--- src/source/apuWavePkg.sv ---
`default_nettype none

package apuWavePkg;

	typedef logic [3:0]  sampleT;   // One wave nibble or DAC code
	typedef logic [1:0]  levelT;    // 0 mute, 1 full, 2 half, 3 quarter
	typedef logic [10:0] freqT;
	typedef logic [11:0] periodT;   // 2048 - freq, needs one more bit
	typedef logic [8:0]  lengthT;   // 256 - NR31, up to 256
	typedef logic [4:0]  wavePosT;  // Nibble index 0..31

	////////////////////////////////////////////////////////////
	// Fixed dividers from the 4194304 Hz system clock
	////////////////////////////////////////////////////////////
	localparam int LengthTickDiv = 16384;  // 256 Hz frame tick
	localparam int WaveTickDiv   = 2;      // 2 MHz wave timer tick
	localparam int LengthCntW    = $clog2(LengthTickDiv);
	localparam int WaveCntW      = $clog2(WaveTickDiv);

	localparam int WaveRamBytes   = 16;
	localparam int FreqPeriodBase = 2048;  // Timer period is base minus freq
	localparam int LengthBase     = 256;   // Length count is base minus NR31

	typedef enum logic {
		ChanOff,
		ChanPlaying
	} chanState;

endpackage

`default_nettype wire

--- src/source/apuRegPkg.sv ---
`default_nettype none

package apuRegPkg;

	typedef logic [7:0]  axiAddr;     // Byte address on the register bus
	typedef logic [31:0] axiData;     // Bus data, only lane 7:0 is used
	typedef logic [7:0]  regByte;     // One NR register or one wave RAM byte
	typedef logic [1:0]  levelField;  // NR32 output level
	typedef logic [10:0] freqField;   // NR34[2:0] and NR33

	////////////////////////////////////////////////////////////
	// Register map
	////////////////////////////////////////////////////////////
	localparam axiAddr AddrNr30     = 8'h00;  // DAC power
	localparam axiAddr AddrNr31     = 8'h04;  // Length load
	localparam axiAddr AddrNr32     = 8'h08;  // Output level
	localparam axiAddr AddrNr33     = 8'h0C;  // Frequency low byte
	localparam axiAddr AddrNr34     = 8'h10;  // Trigger, length enable, freq high
	localparam axiAddr AddrStatus   = 8'h14;  // Bit 0 is channel on
	localparam axiAddr AddrWaveBase = 8'h40;  // 16 bytes of samples

	// Master side of the AXI4-Lite bus
	typedef struct packed {
		logic   awValid;
		axiAddr awAddr;
		logic   wValid;
		axiData wData;
		logic   bReady;
		logic   arValid;
		axiAddr arAddr;
		logic   rReady;
	} axiReq;

	// Slave side, responses are always OKAY
	typedef struct packed {
		logic   awReady;
		logic   wReady;
		logic   bValid;
		logic   arReady;
		logic   rValid;
		axiData rData;
	} axiRsp;

	typedef struct packed {
		logic      dacOn;         // NR30[7]
		regByte    lengthLoad;    // NR31
		levelField level;         // NR32[6:5]
		freqField  freq;          // {NR34[2:0], NR33}
		logic      lengthEnable;  // NR34[6]
	} chanCfg;

endpackage

`default_nettype wire
--- src/source/soundCh3Top.sv ---
`timescale 1ns/1ps
`default_nettype none

module soundCh3Top import apuRegPkg::*, apuWavePkg::*; (
	input  wire         iClock,     // 4194304 Hz system clock
	input  wire         reset,
	input  wire  axiReq busReq,
	output axiRsp       busRsp,
	output sampleT      dacOut,
	output logic        channelOn
);

	chanCfg     cfg;
	logic       trigger;
	logic       lengthTick;
	logic       waveTick;
	logic [3:0] waveAddr;
	logic [7:0] waveByte;

	////////////////////////////////////////////////////////////
	// Clock enables
	////////////////////////////////////////////////////////////
	apuTickGen tick0 (
		.iClock     (iClock),
		.reset      (reset),
		.lengthTick (lengthTick),
		.waveTick   (waveTick)
	);

	// CPU registers and wave RAM
	apuRegFile regs0 (
		.iClock    (iClock),
		.reset     (reset),
		.busReq    (busReq),
		.busRsp    (busRsp),
		.cfg       (cfg),
		.trigger   (trigger),
		.waveAddr  (waveAddr),
		.waveByte  (waveByte),
		.channelOn (channelOn)   // Shown in status bit 0
	);

	// Playback engine
	waveChannel chan0 (
		.iClock     (iClock),
		.reset      (reset),
		.cfg        (cfg),
		.trigger    (trigger),
		.waveTick   (waveTick),
		.lengthTick (lengthTick),
		.waveAddr   (waveAddr),
		.waveByte   (waveByte),
		.dacOut     (dacOut),
		.channelOn  (channelOn)
	);

endmodule

`default_nettype wire

--- src/source/waveChannel.sv ---
`timescale 1ns/1ps
`default_nettype none

module waveChannel import apuRegPkg::*, apuWavePkg::*; (
	input  wire          iClock,
	input  wire          reset,
	input  wire  chanCfg cfg,
	input  wire          trigger,     // Restart pulse from NR34
	input  wire          waveTick,    // Timer enable
	input  wire          lengthTick,  // 256 Hz frame enable
	output logic [3:0]   waveAddr,    // Byte index into the wave RAM
	input  wire  [7:0]   waveByte,
	output sampleT       dacOut,
	output logic         channelOn
);

	chanState state;
	chanState nextState;
	freqT     freq;
	levelT    level;
	periodT   freqCnt;      // Counts waveTicks down to the next step
	periodT   periodLoad;
	wavePosT  wavePos;
	lengthT   lengthCnt;
	lengthT   lengthLoad;
	sampleT   nibble;
	sampleT   scaled;
	sampleT   dacReg;
	logic     playing;
	logic     stepDue;
	logic     lengthDone;

	assign freq       = cfg.freq;
	assign level      = cfg.level;
	assign periodLoad = periodT'(FreqPeriodBase) - periodT'(freq);     // 1..2048
	assign lengthLoad = lengthT'(LengthBase) - lengthT'(cfg.lengthLoad); // 1..256

	assign playing    = (state == ChanPlaying);
	assign stepDue    = playing && waveTick && (freqCnt == periodT'(1));
	assign lengthDone = playing && lengthTick && cfg.lengthEnable
		&& (lengthCnt == lengthT'(1));  // Last length tick

	////////////////////////////////////////////////////////////
	// Channel state
	////////////////////////////////////////////////////////////
	always_comb begin
		nextState = state;
		if (trigger) begin
			nextState = cfg.dacOn ? ChanPlaying : ChanOff;  // DAC off blocks start
		end else if (playing && (!cfg.dacOn || lengthDone)) begin
			nextState = ChanOff;
		end
	end

	always_ff @(posedge iClock) begin
		if (reset)
			state <= ChanOff;
		else
			state <= nextState;
	end

	assign channelOn = playing;  // Falls on the same edge as the length expiry

	////////////////////////////////////////////////////////////
	// Frequency timer, position and length counters
	////////////////////////////////////////////////////////////
	always_ff @(posedge iClock) begin
		if (reset) begin
			freqCnt   <= '0;
			wavePos   <= '0;
			lengthCnt <= '0;
		end else if (trigger) begin
			freqCnt   <= periodLoad;  // Restart from index 0
			wavePos   <= '0;
			lengthCnt <= lengthLoad;
		end else begin
			if (stepDue) begin
				freqCnt <= periodLoad;          // Reload with the live frequency
				wavePos <= wavePos + 1'b1;      // Wraps 31 to 0
			end else if (playing && waveTick) begin
				freqCnt <= freqCnt - 1'b1;
			end

			// Length only counts while enabled
			if (playing && lengthTick && cfg.lengthEnable && (lengthCnt != '0))
				lengthCnt <= lengthCnt - 1'b1;
		end
	end

	////////////////////////////////////////////////////////////
	// Sample fetch and level shifter
	////////////////////////////////////////////////////////////
	assign waveAddr = wavePos[4:1];                                // Two nibbles per byte
	assign nibble   = wavePos[0] ? waveByte[3:0] : waveByte[7:4];  // High nibble first

	always_comb begin
		case (level)
			2'd0:    scaled = '0;            // Muted
			2'd1:    scaled = nibble;
			2'd2:    scaled = nibble >> 1;
			default: scaled = nibble >> 2;
		endcase
	end

	// One cycle behind the position
	always_ff @(posedge iClock) begin
		if (reset)
			dacReg <= '0;
		else
			dacReg <= playing ? scaled : '0;
	end

	// Silent whenever the channel is off
	assign dacOut = channelOn ? dacReg : '0;

endmodule

`default_nettype wire

--- src/source/apuRegFile.sv ---
`timescale 1ns/1ps
`default_nettype none

module apuRegFile import apuRegPkg::*, apuWavePkg::*; (
	input  wire         iClock,
	input  wire         reset,
	input  wire  axiReq busReq,
	output axiRsp       busRsp,
	output chanCfg      cfg,
	output logic        trigger,    // One cycle after an NR34 write with bit 7
	input  wire  [3:0]  waveAddr,   // From the channel
	output logic [7:0]  waveByte,
	input  wire         channelOn
);

	regByte      nr30;
	regByte      nr31;
	regByte      nr32;
	regByte      nr33;
	logic [6:0]  nr34;               // Trigger bit is not kept
	regByte      waveRam [WaveRamBytes];

	logic        awReadyQ;
	logic        bValidQ;
	logic        arReadyQ;
	logic        rValidQ;
	axiData      rDataQ;
	axiData      readMux;
	logic        writeFire;
	logic        readFire;
	logic        writeWave;
	logic        readWave;

	////////////////////////////////////////////////////////////
	// AXI4-Lite handshake
	////////////////////////////////////////////////////////////
	assign writeFire = awReadyQ && busReq.awValid && busReq.wValid;
	assign readFire  = arReadyQ && busReq.arValid;

	always_ff @(posedge iClock) begin
		if (reset) begin
			awReadyQ <= 1'b0;
			bValidQ  <= 1'b0;
			arReadyQ <= 1'b0;
			rValidQ  <= 1'b0;
			trigger  <= 1'b0;
		end else begin
			// Address and data taken together, never while a response waits
			awReadyQ <= busReq.awValid && busReq.wValid && !awReadyQ && !bValidQ;
			if (writeFire)
				bValidQ <= 1'b1;
			else if (bValidQ && busReq.bReady)
				bValidQ <= 1'b0;  // Response taken

			arReadyQ <= busReq.arValid && !arReadyQ && !rValidQ;
			if (readFire)
				rValidQ <= 1'b1;
			else if (rValidQ && busReq.rReady)
				rValidQ <= 1'b0;

			trigger <= writeFire && (busReq.awAddr == AddrNr34) && busReq.wData[7];
		end
	end

	always_ff @(posedge iClock) begin
		if (readFire)
			rDataQ <= readMux;   // Held stable while rValid waits
	end

	assign busRsp = '{
		awReady: awReadyQ,
		wReady:  awReadyQ,       // Same cycle as awReady
		bValid:  bValidQ,
		arReady: arReadyQ,
		rValid:  rValidQ,
		rData:   rDataQ
	};

	////////////////////////////////////////////////////////////
	// Registers and wave RAM
	////////////////////////////////////////////////////////////
	assign writeWave = (busReq.awAddr[7:4] == AddrWaveBase[7:4]);
	assign readWave  = (busReq.arAddr[7:4] == AddrWaveBase[7:4]);

	always_ff @(posedge iClock) begin
		if (reset) begin
			nr30 <= '0;
			nr31 <= '0;
			nr32 <= '0;
			nr33 <= '0;
			nr34 <= '0;
			for (int i = 0; i < WaveRamBytes; i++)
				waveRam[i] <= '0;
		end else if (writeFire) begin
			if (writeWave)
				waveRam[busReq.awAddr[3:0]] <= busReq.wData[7:0];  // Lane 7:0 only
			else begin
				case (busReq.awAddr)
					AddrNr30: nr30 <= busReq.wData[7:0];
					AddrNr31: nr31 <= busReq.wData[7:0];
					AddrNr32: nr32 <= busReq.wData[7:0];
					AddrNr33: nr33 <= busReq.wData[7:0];
					AddrNr34: nr34 <= busReq.wData[6:0];  // Bit 7 only fires trigger
					default:  ;                           // Status and holes ignore writes
				endcase
			end
		end
	end

	// Read data mux, unmapped addresses give 0
	always_comb begin
		readMux = '0;
		if (readWave)
			readMux[7:0] = waveRam[busReq.arAddr[3:0]];
		else begin
			case (busReq.arAddr)
				AddrNr30:   readMux[7:0] = nr30;
				AddrNr31:   readMux[7:0] = nr31;
				AddrNr32:   readMux[7:0] = nr32;
				AddrNr33:   readMux[7:0] = nr33;
				AddrNr34:   readMux[7:0] = {1'b0, nr34};  // Trigger reads as 0
				AddrStatus: readMux[0]   = channelOn;
				default:    readMux      = '0;
			endcase
		end
	end

	// Channel side
	assign waveByte = waveRam[waveAddr];  // Combinational sample fetch
	assign cfg = '{
		dacOn:        nr30[7],
		lengthLoad:   nr31,
		level:        nr32[6:5],
		freq:         {nr34[2:0], nr33},
		lengthEnable: nr34[6]
	};

endmodule

`default_nettype wire

--- src/source/apuTickGen.sv ---
`timescale 1ns/1ps
`default_nettype none

module apuTickGen import apuWavePkg::*; (
	input  wire  iClock,
	input  wire  reset,
	output logic lengthTick,  // 256 Hz, one cycle wide
	output logic waveTick     // Wave timer enable
);

	logic [LengthCntW-1:0] lengthCnt;
	logic [WaveCntW-1:0]   waveCnt;
	logic                  lengthWrap;
	logic                  waveWrap;

	// Last count of each divider
	assign lengthWrap = (lengthCnt == LengthCntW'(LengthTickDiv - 1));
	assign waveWrap   = (waveCnt == WaveCntW'(WaveTickDiv - 1));

	// Frame tick divider
	always_ff @(posedge iClock) begin
		if (reset) begin
			lengthCnt  <= '0;
			lengthTick <= 1'b0;
		end else begin
			lengthCnt  <= lengthWrap ? '0 : lengthCnt + 1'b1;
			lengthTick <= lengthWrap;  // Registered, one cycle per wrap
		end
	end

	// Wave timer divider
	always_ff @(posedge iClock) begin
		if (reset) begin
			waveCnt  <= '0;
			waveTick <= 1'b0;
		end else begin
			waveCnt  <= waveWrap ? '0 : waveCnt + 1'b1;
			waveTick <= waveWrap;      // First pulse 2 cycles out of reset
		end
	end

endmodule

`default_nettype wire

--- config.mk ---
export PLATFORM = sky130hd
export DESIGN_NAME = soundCh3Top
export DESIGN_NICKNAME = d
export VERILOG_FILES = /design/src/source/apuWavePkg.sv /design/src/source/apuRegPkg.sv /design/src/source/soundCh3Top.sv /design/src/source/waveChannel.sv /design/src/source/apuRegFile.sv /design/src/source/apuTickGen.sv
export SDC_FILE = /design/constraint.sdc
export NUM_CORES = 1
export LEC_CHECK = 0
export BUFFER_PORTS_ARGS = -buffer_cell sky130_fd_sc_hd__buf_4
export CORE_MARGIN = 2
export CORE_UTILIZATION = 32
export DETAILED_ROUTE_END_ITERATION = 10
export GPL_ROUTABILITY_DRIVEN = 0
export HOLD_SLACK_MARGIN = 0.12
export PLACE_DENSITY = 0.61
export SLEW_MARGIN = 20
export SYNTH_ARGS = -nofsm -noshare
export SYNTH_HDL_FRONTEND = slang
export SYNTH_SLANG_ARGS = --single-unit
--- constraint.sdc ---
create_clock -name iClock -period 2.1 [get_ports iClock]
set_input_delay 0.105 -clock iClock [delete_from_list [all_inputs] [get_ports iClock]]
set_output_delay 0.105 -clock iClock [all_outputs]
set_load 0.05 [all_outputs]
Word-level counts from Yosys, hierarchy flattened

Memories as Yosys holds them, arrays and structs flattened. A register that Yosys moved wholly into a read port is not among the register bits.
Cells that the tools add are included.

Bits in registers: 100
Memories: 1
Input port bits: 55
Logic and storage cells: 119
Output and inout port bits: 42
Memory bits (writable): 128

Mux-type cells: 29
Eq/ne operators: 16
Bitwise operators: 2
Add/subtract/negate cells: 7
Reductions and logical operators: 44

Memories:

| memory        | words | width | read ports | clocked after memory_dff | wr ports | RTL line         | source |
|---|---|---|---|---|---|---|---|
| regs0.waveRam | 16    | 8     | 2          | 1                        | 16       | apuRegFile.sv:21 | `regByte waveRam [WaveRamBytes];` |

Operators with widths:

| operator                                                             | number |
|---|---|
| 12-bit 2-to-1 mux                                                    | 3 |
| 7-bit case mux with 5 select lines                                   | 1 |
| 8-bit by 4-bit == test with 1-bit output, second input constant      | 4 |
| 8-bit by 5-bit == test with 1-bit output, second input constant      | 3 |
| 4-bit 2-to-1 mux                                                     | 5 |
| 1-bit logical AND                                                    | 19 |
| 9-bit 2-to-1 mux                                                     | 2 |
| 8-bit by 3-bit == test with 1-bit output, second input constant      | 2 |
| 8-bit zero test                                                      | 2 |
| 8-bit 2-to-1 mux                                                     | 2 |
| 3-bit AND reduction                                                  | 5 |
| 14-bit by 1-bit adder with 14-bit output, second input constant      | 1 |
| 14-bit == test, second input constant                                | 1 |
| 1-bit 2-to-1 mux                                                     | 14 |
| 12-bit by 1-bit == test with 1-bit output, second input constant     | 1 |
| 4-bit case mux with 3 select lines                                   | 1 |
| 12-bit by 1-bit subtractor with 12-bit output, second input constant | 1 |
| 12-bit by 11-bit subtractor with 12-bit output, first input constant | 1 |
| 9-bit by 1-bit == test with 1-bit output, second input constant      | 1 |
| 9-bit nonzero test                                                   | 1 |
| 9-bit by 1-bit subtractor with 9-bit output, second input constant   | 1 |
| 9-bit by 8-bit subtractor with 9-bit output, first input constant    | 1 |
| 4-bit by 3-bit == test with 1-bit output, second input constant      | 2 |
| 2-bit nonzero test                                                   | 4 |
| other kinds (12)                                                     | 20 |

Depth between registers and ports, before layout

Depth in word-level cells: 7
Depth in mapped cells: 8
Gate-level depth less buffers: 7

Cells and area by module

From an unflattened synthesis, not the netlist that was laid out.

Cell total of the unflattened synthesis: 1,088
Area, all modules: 12,679.7 um^2

By module, submodules not included:

| module      | sequential area each (um^2) | area an instance (um^2) | cells each | instances |
|---|---|---|---|---|
| apuRegFile  | 4,964.8                     | 9,675.5                 | 727        | 1 |
| waveChannel | 620.6                       | 2,283.4                 | 284        | 1 |
| apuTickGen  | 340.3                       | 720.7                   | 77         | 1 |

Least setup slack after synthesis

No wires, ideal clock.

Path kind: register to register
Start point: register (tool-made name)
End point: register chan0.dacReg[2]
Cell stages (with the launch flop): 8
Clock period less this slack: 2.193 ns
Setup slack: -0.093 ns
Buffers on the path: 2
Library setup time: 0.130 ns
Arrival time: 2.064 ns
Required time: 1.970 ns
Path through: dfxtp_1 buf_2 clkbuf_1 mux4_2 mux4_2 mux2_2 nand2_1 o32ai_1

RTL lines:

| item                 | RTL line           | source |
|---|---|---|
| to (signal assigned) | waveChannel.sv:110 | `dacReg <= playing ? scaled : '0;` |
| to (decl)            | waveChannel.sv:28  | `sampleT dacReg;` |

==> results.txt <==
outcome -> complete, but fails checks
failing checks -> setup timing
Core Area -> 0.0376 sq mm
Slew @ Worst Pin -> 0.521 ns
commonest non-fill, non-tap cells in the layout -> 136 x edfxtp_1, 134 x and2_1, 114 x buf_4
die width -> 199 um
Reg power frac -> 47.1%
chip height -> 199 um
Max-Cap Viols -> 0
ys flop type -> edfxtp_1
IO Count -> 97
placed cell area -> 0.0135 sq mm
pin count of the biggest net entering global routing -> 36
Comb pwr share -> 7.1%
vias per inst -> 5.23
Die Area -> 0.0396 sq mm
Worst VDD drop -> 0.000475 V
internal power -> 8.22 mW
Routed Antenna Nets -> 0
CP endpoint kind -> flip-flop
GRT Resource Usage Total -> 17.5%
final hold slack -> 0.253 ns
hold_sp -> busReq[46]
Psw -> 2.40 mW
Skew-Pair Late Insertion Delay -> 0.54 ns
period utilization -> 103%
final instance area -> 0.0147 sq mm
clock tree buffer depth -> 3
hpwl dp -> 24700 um
starting density of the core -> 32.4%
startpoint types -> flip-flop
Setup TNS -> -0.185 ns
Layout Cells excl Fill -> 1665
asr flop ratio synth -> 0%
Slew headroom -> 65.2%
leading cell type in the layout, fill and taps excluded -> edfxtp_1
Clk pwr share -> 45.9%
number of synthesized register bits -> 232
Worst Slack Setup Final -> -0.0629 ns
Detailed Route WL -> 34400 um
I/O Buffers -> 48
Fmax -> 462 MHz
synth unique cells -> 69
min Tclk post-route -> 2.16 ns
register area share after synthesis -> 49.4%
first-pass GRT wire length -> 51500 um
critical path type -> reg -> reg
Clock transition at path regs -> 0.06 ns
Sw Share -> 22.6%
CTS root buf -> clkbuf_16
CP required -> 2.52 ns
DRC Markers -> 0
cell area power density -> 725 mW/mm^2
Area growth, synth to finish -> 20.5%
drt initial violations -> 749
Post-synth EDFFs -> 136
Max H-tree Level -> 1
NumNets Final -> 1199
Final Max Tran Viols -> 0
final hold vios -> 0
initial antenna violation count -> 1
Synth Cell Area -> 0.0122 sq mm
Leak -> 5.35 nW
share of layout cells above drive strength 1 -> 24.1%
Vias -> 8705
number of global-route vias before repair -> 8290
TritonCTS Sinks -> 232
placed cell count -> 1599
clock skew -> 0.0102 ns
Syn Area/Cell -> 11.8 sq um
Setup violations, final -> 3
CP max FO -> 7
TritonCTS clock tree -> done
Syn Inst Count -> 1028
RSZ-0062 raised after global routing -> yes
Antenna diodes -> 0
hold crit path type -> in -> reg
Crit path arrival time -> 2.58 ns
Initial DRT Pass Iterations -> 6
yosys warns -> 0
post-route core utilization -> 39.0%
CTS Buf Count -> 26
# rows -> 71
global route overflow -> 0
drt wl/cell -> 20.6 um
## worst paths after layout
kind	endpoint	slack [ns]	depth (start not counted)
max	chan0.dacReg[0]	-0.06	6
min	regs0.waveRam[2][7]	0.25	4
min reg2reg	tick0.waveCnt	0.40	1
max reg2reg	chan0.dacReg[0]	-0.06	6
## routing by layer
layer / global-route usage (%) / up-vias / share of wire [%]
met5: 0 / - / 0.038
met4: 4.37 / 2 / 2.2
met3: 2.93 / 52 / 8.6
met2: 27.6 / 398 / 45
met1: 24.9 / 4306 / 44
li1: - / 3947 / -
## synthesized netlist by cell type (4+ instances only)
cell type	n	share of area [%]
o21ai_0	41	1.7
buf_2	8	0.33
nand3_1	13	0.54
xor2_1	20	1.4
nand2_1	69	2.1
clkbuf_1	44	1.4
nor2_1	90	2.8
and3_1	4	0.21
o22ai_1	5	0.26
buf_4	29	1.8
nand4_1	6	0.31
nor4_1	11	0.57
mux4_1	4	0.86
and2_1	134	6.9
nor3_2	4	0.33
a21oi_1	40	1.6
nand3b_1	5	0.31
or4_1	7	0.43
nor3b_1	4	0.25
a22oi_1	7	0.43
or3_1	5	0.26
nor3_1	17	0.70
mux2i_1	33	2.7
inv_1	26	0.80
a211oi_1	5	0.31
xnor2_1	13	0.94
ha_1	9	0.93
dfxtp_1	96	16
buf_1	4	0.12
mux4_2	81	15
edfxtp_1	136	34
## worst max-delay path: stages (launching register included)
cell and delay (ns):
dfxtp_4 0.44, clkbuf_16 0.19, mux4_2 0.49, mux4_2 0.49, mux2i_4 0.20, mux2_4 0.18
o22ai_1 0.07
## flip-flops by register name (all words and copies together), names as in the netlist, named ones only
signal	flops
chan0.channelOn	1
regs0.bValidQ	1
regs0.nr32	8
regs0.rDataQ	8
regs0.rValidQ	1
tick0.lengthCnt	14
chan0.lengthCnt	9
regs0.nr31	8
chan0.freqCnt	12
regs0.nr34	7
tick0.waveTick	1
regs0.nr30	8
tick0.waveCnt	1
chan0.dacReg	4
regs0.arReadyQ	1
regs0.trigger	1
chan0.wavePos	5
tick0.lengthTick	1
regs0.awReadyQ	1
regs0.nr33	8
regs0.waveRam	128
## power by group through the flow
stage | combinational, mW | clock [mW] | sequential [mW]
2_1_floorplan | 0.495 | 0 | 5.05
3_3_place_gp | 0.719 | 0 | 5.09
3_5_place_dp | 0.728 | 0 | 5.09
4_1_cts | 0.754 | 4.94 | 4.99
5_1_grt | 0.794 | 5.10 | 5.00
6_report | 0.752 | 4.87 | 5.00
## per-stage QoR
stage / power, mW / setup WS, ns
2_1_floorplan: 5.54 / -0.0389
3_3_place_gp: 5.81 / -0.0735
3_5_place_dp: 5.82 / -0.118
4_1_cts: 10.7 / -0.0712
5_1_grt: 10.9 / -0.125
6_report: 10.6 / -0.0629
## kinds of logic (layout without fill, tap and decap cells)
kind of cell / after synthesis / in the layout / synth area share [%]
compound gates: 120 / 120 / 6.03
xor+xnor: 33 / 33 / 2.38
fa+ha+maj: 9 / 9 / 0.926
buf+inv: 115 / 218 / 4.74
flops: 232 / 232 / 49.4
mux: 121 / 121 / 18.9
other cells: 1 / 24 / 0.0308
simple gates: 397 / 397 / 17.6
## cell type report
type	instances	area, sq um
inverter	27	101
sequential	232	6010
fill	3501	22900
tap	511	639
multi-input combinational	704	5710
clock buffer	32	716
clock inverter	15	198
timing repair buffer	144	1280
## repair_timing
action                                  CTS  global route
endpoints found under the setup margin    4            15
endpoints found under the hold margin    89             0
gates resized for setup                   6            12
hold buffers                             16             0
cloned                                    1             2
setup buffers                             0             0
pin swaps                                 0             3
No activity file was read; power rests on OpenSTA's default activity.
